===== config.mk =====
export PLATFORM = sky130hd
export DESIGN_NAME = mem_port
export DESIGN_NICKNAME = d
export VERILOG_FILES = /design/src/source/cache_cfg_pkg.sv /design/src/source/cache_req_pkg.sv /design/src/source/mem_port.sv
export SDC_FILE = /design/constraint.sdc
export NUM_CORES = 1
export LEC_CHECK = 0
export ABC_AREA = 1
export BUFFER_PORTS_ARGS = -buffer_cell sky130_fd_sc_hd__buf_4
export CORE_AREA = 2 2 184 186
export CTS_CLUSTER_DIAMETER = 200
export CTS_CLUSTER_SIZE = 20
export DETAILED_ROUTE_END_ITERATION = 16
export DIE_AREA = 0 0 186 188
export PLACE_DENSITY = 0.46
export SLEW_MARGIN = 5
export SYNTH_ARGS = -nofsm -noshare
export SYNTH_HDL_FRONTEND = slang
export SYNTH_SLANG_ARGS = --single-unit
export TNS_END_PERCENT = 20

===== constraint.sdc =====
create_clock -name clk_i -period 6 [get_ports clk_i]
set_input_delay 1.2 -clock clk_i [delete_from_list [all_inputs] [get_ports clk_i]]
set_output_delay 1.2 -clock clk_i [all_outputs]
set_load 0.02 [all_outputs]

===== src/source/cache_cfg_pkg.sv =====
package cache_cfg_pkg;

    // ------------------------------------------------
    // address and word sizes
    // ------------------------------------------------
    localparam int unsigned addr_width = 32;
    localparam int unsigned data_width = 64;

    // cache geometry
    localparam int unsigned num_ways       = 2;
    localparam int unsigned num_sets       = 16;
    localparam int unsigned line_width     = 128;
    localparam int unsigned words_per_line = line_width / data_width;

    // address fields: | tag | index | byte offset |
    localparam int unsigned offset_width = $clog2(line_width / 8);
    localparam int unsigned index_width  = $clog2(num_sets);
    localparam int unsigned tag_width    = addr_width - index_width - offset_width;

    typedef logic [addr_width-1:0]   addr_t;
    typedef logic [data_width-1:0]   word_t;
    typedef logic [line_width-1:0]   line_t;
    typedef logic [tag_width-1:0]    tag_t;
    typedef logic [index_width-1:0]  index_t;
    // one bit per way
    typedef logic [num_ways-1:0]     way_vec_t;
    // byte enables of one word
    typedef logic [data_width/8-1:0] be_t;

endpackage


===== src/source/cache_req_pkg.sv =====
package cache_req_pkg;

    import cache_cfg_pkg::*;

    // memory transaction kind
    typedef enum logic {
        op_read,
        op_write
    } mem_op_e;

    // controller states
    typedef enum logic [2:0] {
        idle,
        tag_check,
        store_write,
        mem_start,
        mem_wait
    } ctrl_state_e;

    // ------------------------------------------------
    // core side
    // ------------------------------------------------
    typedef struct packed {
        addr_t addr;
        logic  we;
        be_t   be;
        word_t wdata;
    } core_req_t;

    typedef struct packed {
        logic  gnt;
        logic  rvalid;
        word_t rdata;
    } core_rsp_t;

    // memory side, loads carry a line-aligned address
    typedef struct packed {
        addr_t   addr;
        mem_op_e we;
        be_t     be;
        word_t   wdata;
    } mem_req_t;

    // controller to arrays
    // wdata holds a full line on fill, the replicated store word otherwise
    typedef struct packed {
        index_t   index;
        way_vec_t way;
        logic     we;
        logic     word_sel;
        be_t      be;
        line_t    wdata;
        tag_t     tag;
        logic     fill;
    } array_cmd_t;

endpackage


===== src/source/mem_port.sv =====
`timescale 1ns/1ps

module mem_port (
    input  logic                    clk_i,
    input  logic                    rst_ni,
    input  logic                    start_i,
    input  cache_req_pkg::mem_req_t cmd_i,
    output logic                    done_o,
    output cache_cfg_pkg::line_t    line_o,
    // four-phase memory interface
    output logic                    mem_req_o,
    output cache_req_pkg::mem_req_t mem_cmd_o,
    input  logic                    mem_ack_i,
    input  cache_cfg_pkg::line_t    mem_rdata_i
);

    import cache_cfg_pkg::*;
    import cache_req_pkg::*;

    typedef enum logic [1:0] {
        mp_idle,
        mp_req,
        mp_release,
        mp_done
    } port_state_e;

    port_state_e state_q;
    mem_req_t    cmd_q;
    line_t       line_q;

    // req is high only in its own phase
    assign mem_req_o = (state_q == mp_req);
    assign mem_cmd_o = cmd_q;
    assign done_o    = (state_q == mp_done);
    assign line_o    = line_q;

    // ------------------------------------------------
    // handshake sequencing
    // ------------------------------------------------
    always_ff @(posedge clk_i or negedge rst_ni) begin
        if (!rst_ni) begin
            state_q <= mp_idle;
        end else begin
            unique case (state_q)
                mp_idle:    if (start_i) state_q <= mp_req;
                // wait for ack high, then drop req
                mp_req:     if (mem_ack_i) state_q <= mp_release;
                // wait for ack low before reporting done
                mp_release: if (!mem_ack_i) state_q <= mp_done;
                default:    state_q <= mp_idle;
            endcase
        end
    end

    // command and returned line, line held until the next start
    always_ff @(posedge clk_i) begin
        if (state_q == mp_idle && start_i) begin
            cmd_q <= cmd_i;
        end
        if (state_q == mp_req && mem_ack_i) begin
            line_q <= mem_rdata_i;
        end
    end

endmodule


## Word-level counts from Yosys, hierarchy flattened

Cells that the tools add are included.

- Bits in registers: 235
- Bits in latches: 0
- Memory bits (writable): 0
- Bits in read-only memories: 0
- Input port bits: 237
- Output and inout bits: 235
- Word-level logic and storage cells: 20
- Memories: 0

- Add/subtract/negate cells: 0
- Multipliers: 0
- Div/mod/pow operators: 0
- Order comparisons: 0
- Equality and inequality tests: 6
- Shift operators: 0
- Multiplexer cells: 4
- Bitwise operators: 0
- Reductions and logical operators: 4

Operators by type and width:

| kind | number |
|---|---|
| $mux 2 | 3 |
| $pmux 2 s3 | 1 |
| $eq 2x2->1 const B | 2 |
| $ne 2x2->1 const B | 2 |
| $reduce_and 3->1 | 1 |
| $eq 2x1->1 const B | 1 |
| $logic_and 1x1->1 | 2 |
| $logic_not 2->1 | 1 |
| $ne 2x1->1 const B | 1 |

## Longest topological paths before layout

Gate-level depths: netlist (run 1).

- Depth in word-level cells: 3
- Gate-level depth with buffers: 7
- Depth with buffers taken out: 7

## Worst setup path before layout (run 1)

OpenSTA, ideal clock, no wires.

- Path kind: input port to flip-flop
- From: input port mem_ack_i
- To: register line_q[0] (netlist: line_o[0]) (enable)
- Setup time: 0.481 ns
- Data arrival time: 3.734 ns
- Data required time: 5.519 ns
- Setup slack: 1.785 ns
- Stages: 2
- Buffers on the path: 0
- Cell sequence: nand2_1 > inv_1

- Cells in the longest elaborated chain, start to end: 1

RTL lines:

| what | line | RTL |
|---|---|---|
| from (decl) | mem_port.sv:13 | `input logic mem_ack_i,` |
| $logic_and 1x1->1 | mem_port.sv:60 | `if (state_q == mp_req && mem_ack_i) begin` |
| to (signal assigned) | mem_port.sv:61 | `line_q <= mem_rdata_i;` |
| to (decl) | mem_port.sv:29 | `line_t line_q;` |

Every way passes these cells.
A chain may end at the register's enable or synchronous reset.

## Final worst setup path (run 1)

- From: register state_q[1]
- To: output port mem_req_o

- Cells in the longest elaborated chain, start to end: 1

RTL lines:

| what | line | RTL |
|---|---|---|
| from (decl) | mem_port.sv:27 | `port_state_e state_q;` |
| from (signal assigned) | mem_port.sv:42 | `state_q <= mp_idle;` |
| from (signal assigned) | mem_port.sv:45 | `mp_idle: if (start_i) state_q <= mp_req;` |
| from (signal assigned) | mem_port.sv:47 | `mp_req: if (mem_ack_i) state_q <= mp_release;` |
| $eq 2x1->1 | mem_port.sv:32 | `assign mem_req_o = (state_q == mp_req);` |
| to (decl) | mem_port.sv:11 | `output logic mem_req_o,` |

Every way passes these cells.

==> summary.md, run 1 <==
| Metric | Value |
|---|---|
| Die Y | `188 um` |
| Antenna Nets Post-Route | `0` |
| Relative slew margins | `37.5%` |
| Area delta synth->final | `62.8%` |
| Endpoints failing hold | `0` |
| Largest net degree at the start of global routing | `76` |
| Worst setup SP type | `register` |
| Drt wl/cell | `between 15 and 20 um` |
| CTS tree | `yes` |
| Status | `complete, no violations` |
| Sequential Power Share | `a little over half` |
| Reg-to-reg slack, setup | `around 3.5 ns` |
| Filler instances | `3210` |
| Critical Path AT | `roughly 1.4 ns` |
| Clock share of power | `22.5%` |
| Global-route wire length before repair | `roughly 28 mm` |
| Finished Cell Area | `~12000 sq um` |
| Pre-CTS setup slack | `3.00 ns` |
| Multi-input combinational cell area | `about 120 sq um` |
| Mapped Avg Cell Area | `roughly 27 sq um` |
| Routed wire length | `approximately 21 mm` |
| H-tree depth | `1` |
| Worst Max-Slew Pin Slew | `around 0.94 ns` |
| Crit. End Element | `output pin` |
| Hold Buf Count CTS | `0` |
| CP Data Required Time | `~4.8 ns` |
| Post-Syn Area | `7200 sq um` |
| Die footprint | `roughly 35000 sq um` |
| DR vias | `between 4000 and 5000` |
| Pwr Total | `approximately 4.3 mW` |
| # rows | `67` |
| Final Skew | `0.00735 ns` |
| Crit path max fanout | `4` |
| Drt via density | `~3.6` |
| Post-DP HPWL | `about 17 mm` |
| Final setup vio count | `0` |
| Vias in the first global route | `about 4600` |
| Psw | `~1.3 mW` |
| CTS Sinks | `between 200 and 250` |
| Static leakage | `between 4 and 5 nW` |
| Layout cells sized above 1 | `about two thirds` |
| Hold WC Path Type | `in -> async` |
| Compound-Gate Fraction of Synth Area | `0%` |
| Mapped Nets | `about 500` |
| Combinational share of power | `around a quarter` |
| Global Route Usage Sum | `between 10 and 15%` |
| Max Buffers Root-to-Sink | `3` |
| Post-Synth Adder-Cell Area | `less than 1%` |
| GR Overflow Total | `0` |
| Drt drc | `0` |
| Post-layout nets | `~1000` |
| Post-synthesis xor/xnor area fraction | `0%` |
| Peak VDD IR | `approximately 0.25 mV` |
| Setup TNS Final | `0 ns` |
| Sequential share of the synthesized area | `between 90 and 100%` |
| Worst R2R Start | `state_q[1]` |
| Tmin final | `roughly 2.6 ns` |
| Commonest cells after routing, fill and taps aside | `buf_4 (474), edfxtp_1 (233), clkbuf_16 (15), nand2_1 (11), inv_1 (5)` |
| RePlAce Congestion | `approximately 0.7` |
| Cts bufs inserted | `15` |
| Synth Area in Simple Gates | `~1%` |
| Internal power | `just over 3 mW` |
| Placed cell area | `11300 sq um` |
| Register area | `~7000 sq um` |
| Post-Syn Instances | `between 200 and 300` |
| I/O Buffers | `around 470` |
| Non-Filler Instances | `1205` |
| YS warnings | `0` |
| F_max | `between 300 and 400 MHz` |
| Initial Util | `roughly 22%` |
| Critical R2R Capture | `mem_cmd_o[82]` |
| P per Cell Area | `370 nW/um^2` |
| R2R depth | `5` |
| Fin worst setup slack | `3.38 ns` |
| Sw Share | `a little under 30%` |
| Dpl cells | `about 1200` |
| Resize count post-CTS | `0` |
| Post-synthesis mux area share | `0%` |
| Clk root buf | `clkbuf_16` |
| Synth Register Bits | `235` |
| 1st-iter DRT viols | `155` |
| DIE WIDTH | `~190 um` |
| Initial antenna violation count | `0` |
| RSZ-0062 raised after global routing | `false` |
| Synth cell types | `10` |
| Ports | `472` |
| WHS | `between 0.4 and 0.5 ns` |
| Slew Limit Fails | `0` |
| Period utilization | `between 40% and 50%` |
| Main combinational cell family by area after synthesis | `simple AND/OR/NAND/NOR gates` |
| Total setup buffers inserted after CTS | `0` |
| Ant diodes | `0` |
| Later-pin clock latency in the skew report | `approximately 0.48 ns` |
| Pre-Repair DR Iteration Count | `6` |
| Crit Path Category | `reg -> out` |
| MaxCap Viol Count | `0` |
| Fin util | `35.4%` |
| Commonest non-fill, non-tap cell in the layout | `buf_4` |
| Core Footprint | `between 30000 and 40000 sq um` |
| Reg clk slew, reported paths | `~0.080 ns` |
==> power by group through the flow <==
stage	Combinational, mW	Clock [mW]	Sequential, mW
final	1.11	0.978	2.26
after CTS	1.13	1.04	2.26
after global placement	1.14	0	2.29
after global routing	1.18	1.09	2.29
after floorplan	0.176	0	2.66
after detailed placement	1.13	0	2.30
==> logic make-up (layout without fill, tap and decap cells) <==
| family | count (synthesis) | count (layout) |
|---|---|---|
| buffers and inverters | 8 | 502 |
| DFF | 235 | 235 |
| adders and majority gates | 4 | 4 |
| and+or+nand+nor | 16 | 16 |
==> worst max-delay path, cell delays in order (launching register included) <==
cell and delay (ns):
dfrtp_1 0.43, inv_1 0.10, ha_1 0.23, buf_4 0.18
==> how the worst max path moves through the flow <==
stage / from / end / slack, ns / cells after the start
after floorplan: mem_ack_i / line_o[0] / 1.78 / 2
after global placement: start_i / mem_cmd_o[54] / 3.00 / 4
after detailed placement: start_i / mem_cmd_o[61] / 3.00 / 4
after CTS: state_q[1] / mem_req_o / 3.36 / 3
after global routing: state_q[1] / mem_req_o / 3.30 / 3
final: state_q[1] / mem_req_o / 3.38 / 3
==> area by class of cell <==
| type | count | area share [%] |
|---|---|---|
| sequential | 235 | 60.1 |
| timing repair buffer | 474 | 30.4 |
| tap | 448 | 4.78 |
| clock buffer | 19 | 3.33 |
| multi-input combinational | 20 | 1.06 |
| inverter | 8 | 0.299 |
| clock inverter | 1 | 0.0640 |
==> cells in the mapped netlist (all sizes together) <==
library cell | n | area, sq um
nand3 | 3 | 20.0
ha | 4 | 50.1
nand2 | 12 | 47.6
inv | 8 | 30.0
edfxtp | 233 | 7000
dfrtp | 2 | 50.1
or2 | 1 | 6.26
==> flip-flops by register name, summed over array words and instances, names as in the netlist <==
register / cells
mem_cmd_o: 105
state_q: 2
line_o: 128
==> layer usage <==
layer  part of all wire, %  vias to the layer above  global-route usage (%)
met5                     0                        -                       0
met4                   1.1                        0                    2.06
met3                    16                       22                    6.25
met2                    51                      294                    20.3
met1                    32                     2004                    10.7
li1                      -                     2007                       -
Power figures use the tool's default switching activity.
==> run 2: changes to the inputs <==
ABC_AREA = 0   (was 1)
CORE_AREA = 2 2 185 187   (was 2 2 184 186)
DIE_AREA = 0 0 187 189   (was 0 0 186 188)
PLACE_DENSITY = 0.47   (was 0.46)
clock period = 2.4 ns   (was 6 ns; I/O delays follow)
==> run 2 against run 1 <==
Effect of this change: final area grew 0.33%; clock-buffer cell count grew 1; non-clock buffer count grew 4; total power grew 140%; global-route usage grew 0.090 points; core utilization shrank 0.062 points; largest cell class unchanged.
==> summary.md, run 2 <==
| Metric | Value |
|---|---|
| Mapped Nets | `489 (-3.0%)` |
| P per Cell Area | `904 nW/um^2 (+140%)` |
| Post-synth EDFFs | `233 (unchanged)` |
| YS warnings | `0 (unchanged)` |
| Die footprint | `35300 sq um (+1.1%)` |
| GR Overflow Total | `0 (unchanged)` |
| Reg clk slew, reported paths | `0.08 ns (about the same)` |
| Ports | `472 (unchanged)` |
| Hold WC Path Type | `in -> reg` |
| Finished Cell Area | `11800 sq um (+0.33%)` |
| Area delta synth->final | `64.2%` |
| Initial Util | `21.5% (-0.22 points)` |
| Post-layout nets | `984 (-1.1%)` |
| Crit path max fanout | `23 (+19)` |
| RSZ-0062 raised after global routing | `false` |
| Crit. End Element | `register` |
| 1st-iter DRT viols | `203 (+31%)` |
| Peak VDD IR | `0.566 mV (+130%)` |
| Post-Syn Instances | `248 (-5.7%)` |
| Antenna Nets Post-Route | `0 (unchanged)` |
| Critical Path AT | `1.96 ns (+0.54 ns)` |
| Mapped Avg Cell Area | `28.9 sq um (+5.5%)` |
| Synth top area share | `97.7% (+0.51 points)` |
| Async SR Flop Fraction | `0.851% (unchanged)` |
| Initial antenna violation count | `1 (+1)` |
| Clock share of power | `23.1% (+0.6 points)` |
| CP Data Required Time | `2.57 ns (-2.23 ns)` |
| Synth Flop Type | `edfxtp_1` |
| Commonest non-fill, non-tap cell in the layout | `buf_4` |
| Die Y | `189 um (+0.53%)` |
| Slew Limit Fails | `0 (unchanged)` |
| Setup TNS Final | `0 ns (unchanged)` |
| Drt drc | `0 (unchanged)` |
| Yosys top cell by area | `edfxtp_1` |
| Max Buffers Root-to-Sink | `3 (unchanged)` |
| Combinational share of power | `24.8% (-0.7 points)` |
| Relative slew margins | `63.3% (+26 points)` |
| Period utilization | `approximately 75%` |
| Later-pin clock latency in the skew report | `0.48 ns (about the same)` |
| Placed cell area | `11300 sq um (+0.20%)` |
| Vias in the first global route | `4658 (+1.5%)` |
| # rows | `67 (unchanged)` |
| CTS tree | `yes` |
| Pwr Total | `10.6 mW (+140%)` |
| Pre-CTS setup slack | `0.581 ns (-2.42 ns)` |
| Layout cells sized above 1 | `66.4% (+1.0 points)` |
| RePlAce Congestion | `0.738 (+3.9%)` |
| Final Skew | `0.00769 ns (+0.000340 ns)` |
| Most frequent cells after synthesis | `edfxtp_1 (233), ha_1 (4), inv_1 (3)` |
| F_max | `557 MHz` |
| Global Route Usage Sum | `11.1% (+0.090 points)` |
| Psw | `3.03 mW (+140%)` |
| Sequential share of the synthesized area | `98.4% (+0.51 points)` |
| Core Footprint | `33300 sq um (+0.51%)` |
| Ranking of synthesized cells by area | `edfxtp_1 (98%), dfrtp_1 (0.70%), ha_1 (0.70%)` |
| Most frequent cell after synthesis | `edfxtp_1` |
| Routed wire length | `21.0 mm (-0.65%)` |
| Sequential Power Share | `52.2% (+0.2 points)` |
| Post-DP HPWL | `16.3 mm (-1.2%)` |
| H-tree depth | `1 (unchanged)` |
| MaxCap Viol Count | `0 (unchanged)` |
| Worst setup SP type | `register` |
| Commonest cells after routing, fill and taps aside | `buf_4 (474), edfxtp_1 (233), clkbuf_16 (15), clkbuf_1 (5), ha_1 (4)` |
| Total setup buffers inserted after CTS | `0 (unchanged)` |
| Global-route wire length before repair | `29.3 mm (+3.1%)` |
| Pre-Repair DR Iteration Count | `4 (-2)` |
| Status | `complete, no violations` |
| Endpoints failing hold | `0 (unchanged)` |
| Post-Syn Area | `7160 sq um (-0.52%)` |
| Largest net degree at the start of global routing | `92 (+21%)` |
| DR vias | `4350 (+0.53%)` |
| Internal power | `7.60 mW (+150%)` |
| Sw Share | `28.5% (-0.85 points)` |
| Drt via density | `3.64 (+1.3%)` |
| Cts bufs inserted | `15 (unchanged)` |
| CTS Sinks | `235 (unchanged)` |
| Clk root buf | `clkbuf_16` |
| Worst Max-Slew Pin Slew | `0.550 ns (-0.387 ns)` |
| Static leakage | `4.73 nW (-0.66%)` |
| I/O Buffers | `471 (unchanged)` |
| Synth cell types | `9 (-1)` |
| Final setup vio count | `0 (unchanged)` |
| Tmin final | `about 1.8 ns` |
| DIE WIDTH | `187 um (+0.54%)` |
| Fin worst setup slack | `0.604 ns (-2.78 ns)` |
| Synth Register Bits | `235 (unchanged)` |
| Drt wl/cell | `17.5 um (about the same)` |
| Max FFs per register | `128 (unchanged)` |
| Crit Path Category | `reg -> reg` |
## run 2: worst max-delay path, cell delays in order (launching register included)
cell and delay, ns:
dfrtp_1 0.42, inv_1 0.10, ha_1 0.22, and2_4 0.36, buf_4 0.36
## run 2: path summary, 6_finish.rpt
| kind | from | end | slack, ns | cells after the start |
|---|---|---|---|---|
| max | state_q[0] | mem_cmd_o[5] | 0.60 | 4 |
| min | cmd_i[27] | mem_cmd_o[27] | 0.17 | 1 |
| max reg2reg | state_q[0] | mem_cmd_o[5] | 0.60 | 4 |
| min reg2reg | state_q[1] | state_q[1] | 0.56 | 1 |
| max in group asynchronous | rst_ni | state_q[1] | 2.00 | 2 |
| min in group asynchronous | rst_ni | state_q[0] | 0.32 | 2 |
## run 2: layout make-up
type | count | area [sq um]
Fill cell | 3195 | 21500
Clock inverter | 1 | 7.51
Inverter | 3 | 11.3
Clock buffer | 20 | 394
Antenna cell | 1 | 2.50
Tap cell | 448 | 561
Timing Repair Buffer | 478 | 3630
Sequential cell | 235 | 7050
Multi-Input combinational cell | 10 | 110
## run 2: cell families (layout without fill, tap and decap cells)
kind of cell    Yosys count  in the layout  share of synthesized area, %
compound gates            2              2                         0.349
fa+ha+maj                 4              4                         0.699
buf+inv                   3            502                         0.157
flops                   235            235                          98.4
mux                       1              1                         0.157
other cells               0              1                             0
simple gates              3              3                         0.262
## run 2: per-layer routing
layer	part of all wire [%]	GRT usage, %
met1	35	11.8
met2	51	19.9
met3	11	4.84
met4	2.7	3.45
met5	0	0
## run 2: what timing repair did
action,4_1_cts,5_1_grt
endpoints found under the hold margin,2,0
hold buffers,1,0
endpoints found under the setup margin,0,0
gates resized for setup,0,0
## run 2: power by group through the flow
stage	Combinational [mW]	Clock [mW]	Sequential [mW]
after floorplan	0.415	0	6.42
after global placement	2.69	0	5.64
after detailed placement	2.69	0	5.65
after CTS	2.69	2.60	5.56
after global routing	2.79	2.72	5.61
final	2.64	2.45	5.55
## run 2: through the flow
step | utilization [%] | cells | hold WS, ns
after global routing | 35.3 | 1196 | 0.130
final | 35.3 | 1196 | 0.165
after detailed placement | 34.1 | 1173 | 0.267
after floorplan | - | 248 | 0.184
after CTS | 35.3 | 1195 | 0.131
after global placement | 34.1 | 1173 | 0.269
==> run 3: changes to the inputs <==
CORE_AREA = 2 2 184 186   (was 2 2 185 187)
DIE_AREA = 0 0 186 188   (was 0 0 187 189)
PLACE_DENSITY = 0.46   (was 0.47)
clock period = 1.76 ns   (was 2.4 ns; I/O delays follow)
==> run 3 against run 2 <==
Effect of this change: clock power is 36% higher; total power increased by 39%; sequential power grew 36%.
==> summary.md, run 3 (synthesis gave the netlist of run 2 again) <==
| Metric | Value |
|---|---|
| Cts bufs inserted | `15 (unchanged)` |
| Placed cell area | `11400 sq um (+0.90%)` |
| Crit. End Element | `output pin` |
| GR peak layer | `met2` |
| Tmin final | `roughly 1.7 ns` |
| P per Cell Area | `1230 nW/um^2 (+36%)` |
| H-tree depth | `1 (unchanged)` |
| Setup crit end | `done_o` |
| DR vias | `4401 (+1.2%)` |
| Antenna Nets Post-Route | `0 (unchanged)` |
| Final setup vio count | `0 (unchanged)` |
| Critical Path AT | `1.31 ns (-0.65 ns)` |
| 1st-iter DRT viols | `178 (-12%)` |
| Global-route wire length before repair | `30.1 mm (+2.6%)` |
| R2R depth | `4 (unchanged)` |
| Die Y | `188 um (-0.53%)` |
| CTS Sinks | `235 (unchanged)` |
| Setup TNS Final | `0 ns (unchanged)` |
| Endpoints failing hold | `0 (unchanged)` |
| Static leakage | `4.84 nW (+2.2%)` |
| Crit path max fanout | `4 (-83%)` |
| Commonest cells after routing, fill and taps aside | `buf_4 (484), edfxtp_1 (233), clkbuf_16 (15), dlygate4sd3_1 (8), buf_12 (6)` |
| Resize count post-CTS | `0 (unchanged)` |
| Drt drc | `0 (unchanged)` |
| Post-DP HPWL | `17.6 mm (+7.7%)` |
| Area delta synth->final | `67.2%` |
| CP Data Required Time | `1.41 ns (-1.16 ns)` |
| F_max | `roughly 600 MHz` |
| Worst setup SP type | `register` |
| Global Route Usage Sum | `11.8% (+0.66 points)` |
| # rows | `67 (unchanged)` |
| Met1 Use GR | `12.0% (+0.15 points)` |
| Post-layout nets | `1004 (+2.0%)` |
| Core Footprint | `33100 sq um (-0.50%)` |
| CTS tree | `yes` |
| Met2 Usage GRT | `21.2% (+1.3 points)` |
| Combinational share of power | `26.0% (+1.2 points)` |
| Drt via density | `3.62 (-0.41%)` |
| Drt wl/cell | `18.1 um (+3.4%)` |
| Largest net degree at the start of global routing | `36 (-61%)` |
| Crit path launch | `state_q[0]` |
| Routed wire length | `22.0 mm (+5.0%)` |
| Hold WC Path Type | `in -> reg` |
| Ports | `472 (unchanged)` |
| Internal power | `10.5 mW (+38%)` |
| Crit Path Category | `reg -> out` |
| Clock share of power | `22.7% (-0.4 points)` |
| Initial antenna violation count | `0 (-1)` |
| I/O Buffers | `471 (unchanged)` |
| Clk root buf | `clkbuf_16` |
| Ant diodes | `0 (-1)` |
| Reg clk slew, reported paths | `0.09 ns (about the same)` |
| Slew Limit Fails | `0 (unchanged)` |
| Worst Max-Slew Pin Slew | `0.282 ns (-0.268 ns)` |
| DIE WIDTH | `186 um (-0.53%)` |
| GR Overflow Total | `0 (unchanged)` |
| Sw Share | `28.6% (+0.097 points)` |
| Psw | `4.22 mW (+39%)` |
| Worst R2R Start | `state_q[0]` |
| Max Buffers Root-to-Sink | `3 (unchanged)` |
| MaxCap Viol Count | `0 (unchanged)` |
| Max FFs per register | `128 (unchanged)` |
| RePlAce Congestion | `0.714 (-3.3%)` |
| Reg-to-reg slack, setup | `0.13 ns (-0.47 ns)` |
| Die footprint | `35000 sq um (-1.1%)` |
| Later-pin clock latency in the skew report | `0.48 ns (about the same)` |
| Period utilization | `a little over nine tenths` |
| Layout cells sized above 1 | `66.6% (+0.22 points)` |
| Finished Cell Area | `12000 sq um (+1.8%)` |
| Pre-Repair DR Iteration Count | `4 (unchanged)` |
| GR Util met3 | `5.94% (+1.1 points)` |
| Relative slew margins | `81.2% (+18 points)` |
| Peak VDD IR | `0.805 mV (+42%)` |
| Initial Util | `21.6% (+0.11 points)` |
| Sequential Power Share | `51.4% (-0.8 points)` |
| RSZ-0062 raised after global routing | `false` |
| Final Skew | `0.0159 ns (+0.00821 ns)` |
| Commonest non-fill, non-tap cell in the layout | `buf_4` |
| Status | `complete, no violations` |
| Vias in the first global route | `4797 (+3.0%)` |
| Filler instances | `3216 (+0.66%)` |
| Critical R2R Capture | `mem_cmd_o[44]` |
run 3: changes by cell type in the layout (fill, tap and decap cells not counted), sizes merged:
| cell | change |
|---|---|
| buf | +13 |
| dlygate4sd3 | +7 |
| diode | -1 |
run 3: stage by stage:
step                power, mW  hold WS, ns  worst slack (ns)  cells  utilization [%]
CTS                      15.0     0.000139            0.0619   1203             35.9
global placement         11.5        0.139             0.130   1180             34.6
global route             15.5     0.000373            0.0385   1215             36.2
detailed placement       11.6        0.138             0.103   1180             34.6
floorplan                9.33       0.0564            -0.247    248                -
finish                   14.7       0.0351            0.0965   1215             36.2
run 3: metal layers:
metal  vias to the layer above  routed length (um)  share of wire (%)
li1                       2024                   -                  -
met1                      2054                7280                 33
met2                       300               11300                 51
met3                        23                3110                 14
met4                         0                 358                1.6
met5                         -                   0                  0
run 3: area by class of cell:
class                   instances  area, sq um  area share [%]
multi-input cells              10          123            1.02
flip-flops and latches        235         7050            58.8
clock buffers                  20          394            3.29
well taps                     448          561            4.68
clock inverters                 1         7.51          0.0627
inverters                       3         11.3          0.0940
repair buffers                498         3830            32.0
run 3: how the worst min path moves through the flow:
stage	cells after the start	slack, ns	startpoint	to
floorplan	0	0.06	rst_ni	state_q[0]
global placement	1	0.14	rst_ni	state_q[0]
detailed placement	1	0.14	rst_ni	state_q[0]
CTS	1	0.0001	cmd_i[104]	mem_cmd_o[104]
global route	1	0.0004	cmd_i[81]	mem_cmd_o[81]
finish	1	0.04	cmd_i[103]	mem_cmd_o[103]
run 3: power by group through the flow:
stage,combinational [mW],sequential (mW),clock [mW]
after CTS,3.85,7.59,3.53
after global routing,4.07,7.66,3.73
final,3.82,7.57,3.34
after detailed placement,3.84,7.71,0
after global placement,3.83,7.70,0
after floorplan,0.588,8.74,0
run 3: worst max-delay path: stages, from the launching register on:
cell and delay [ns]:
dfrtp_1 0.45, ha_1 0.23, buf_4 0.15
run 3: what timing repair did:
| action | CTS | global route |
|---|---|---|
| hold buffers | 2 | 6 |
| endpoints found under the hold margin | 3 | 6 |
| endpoints found under the setup margin | 0 | 9 |
| buffers inserted | 0 | 6 |
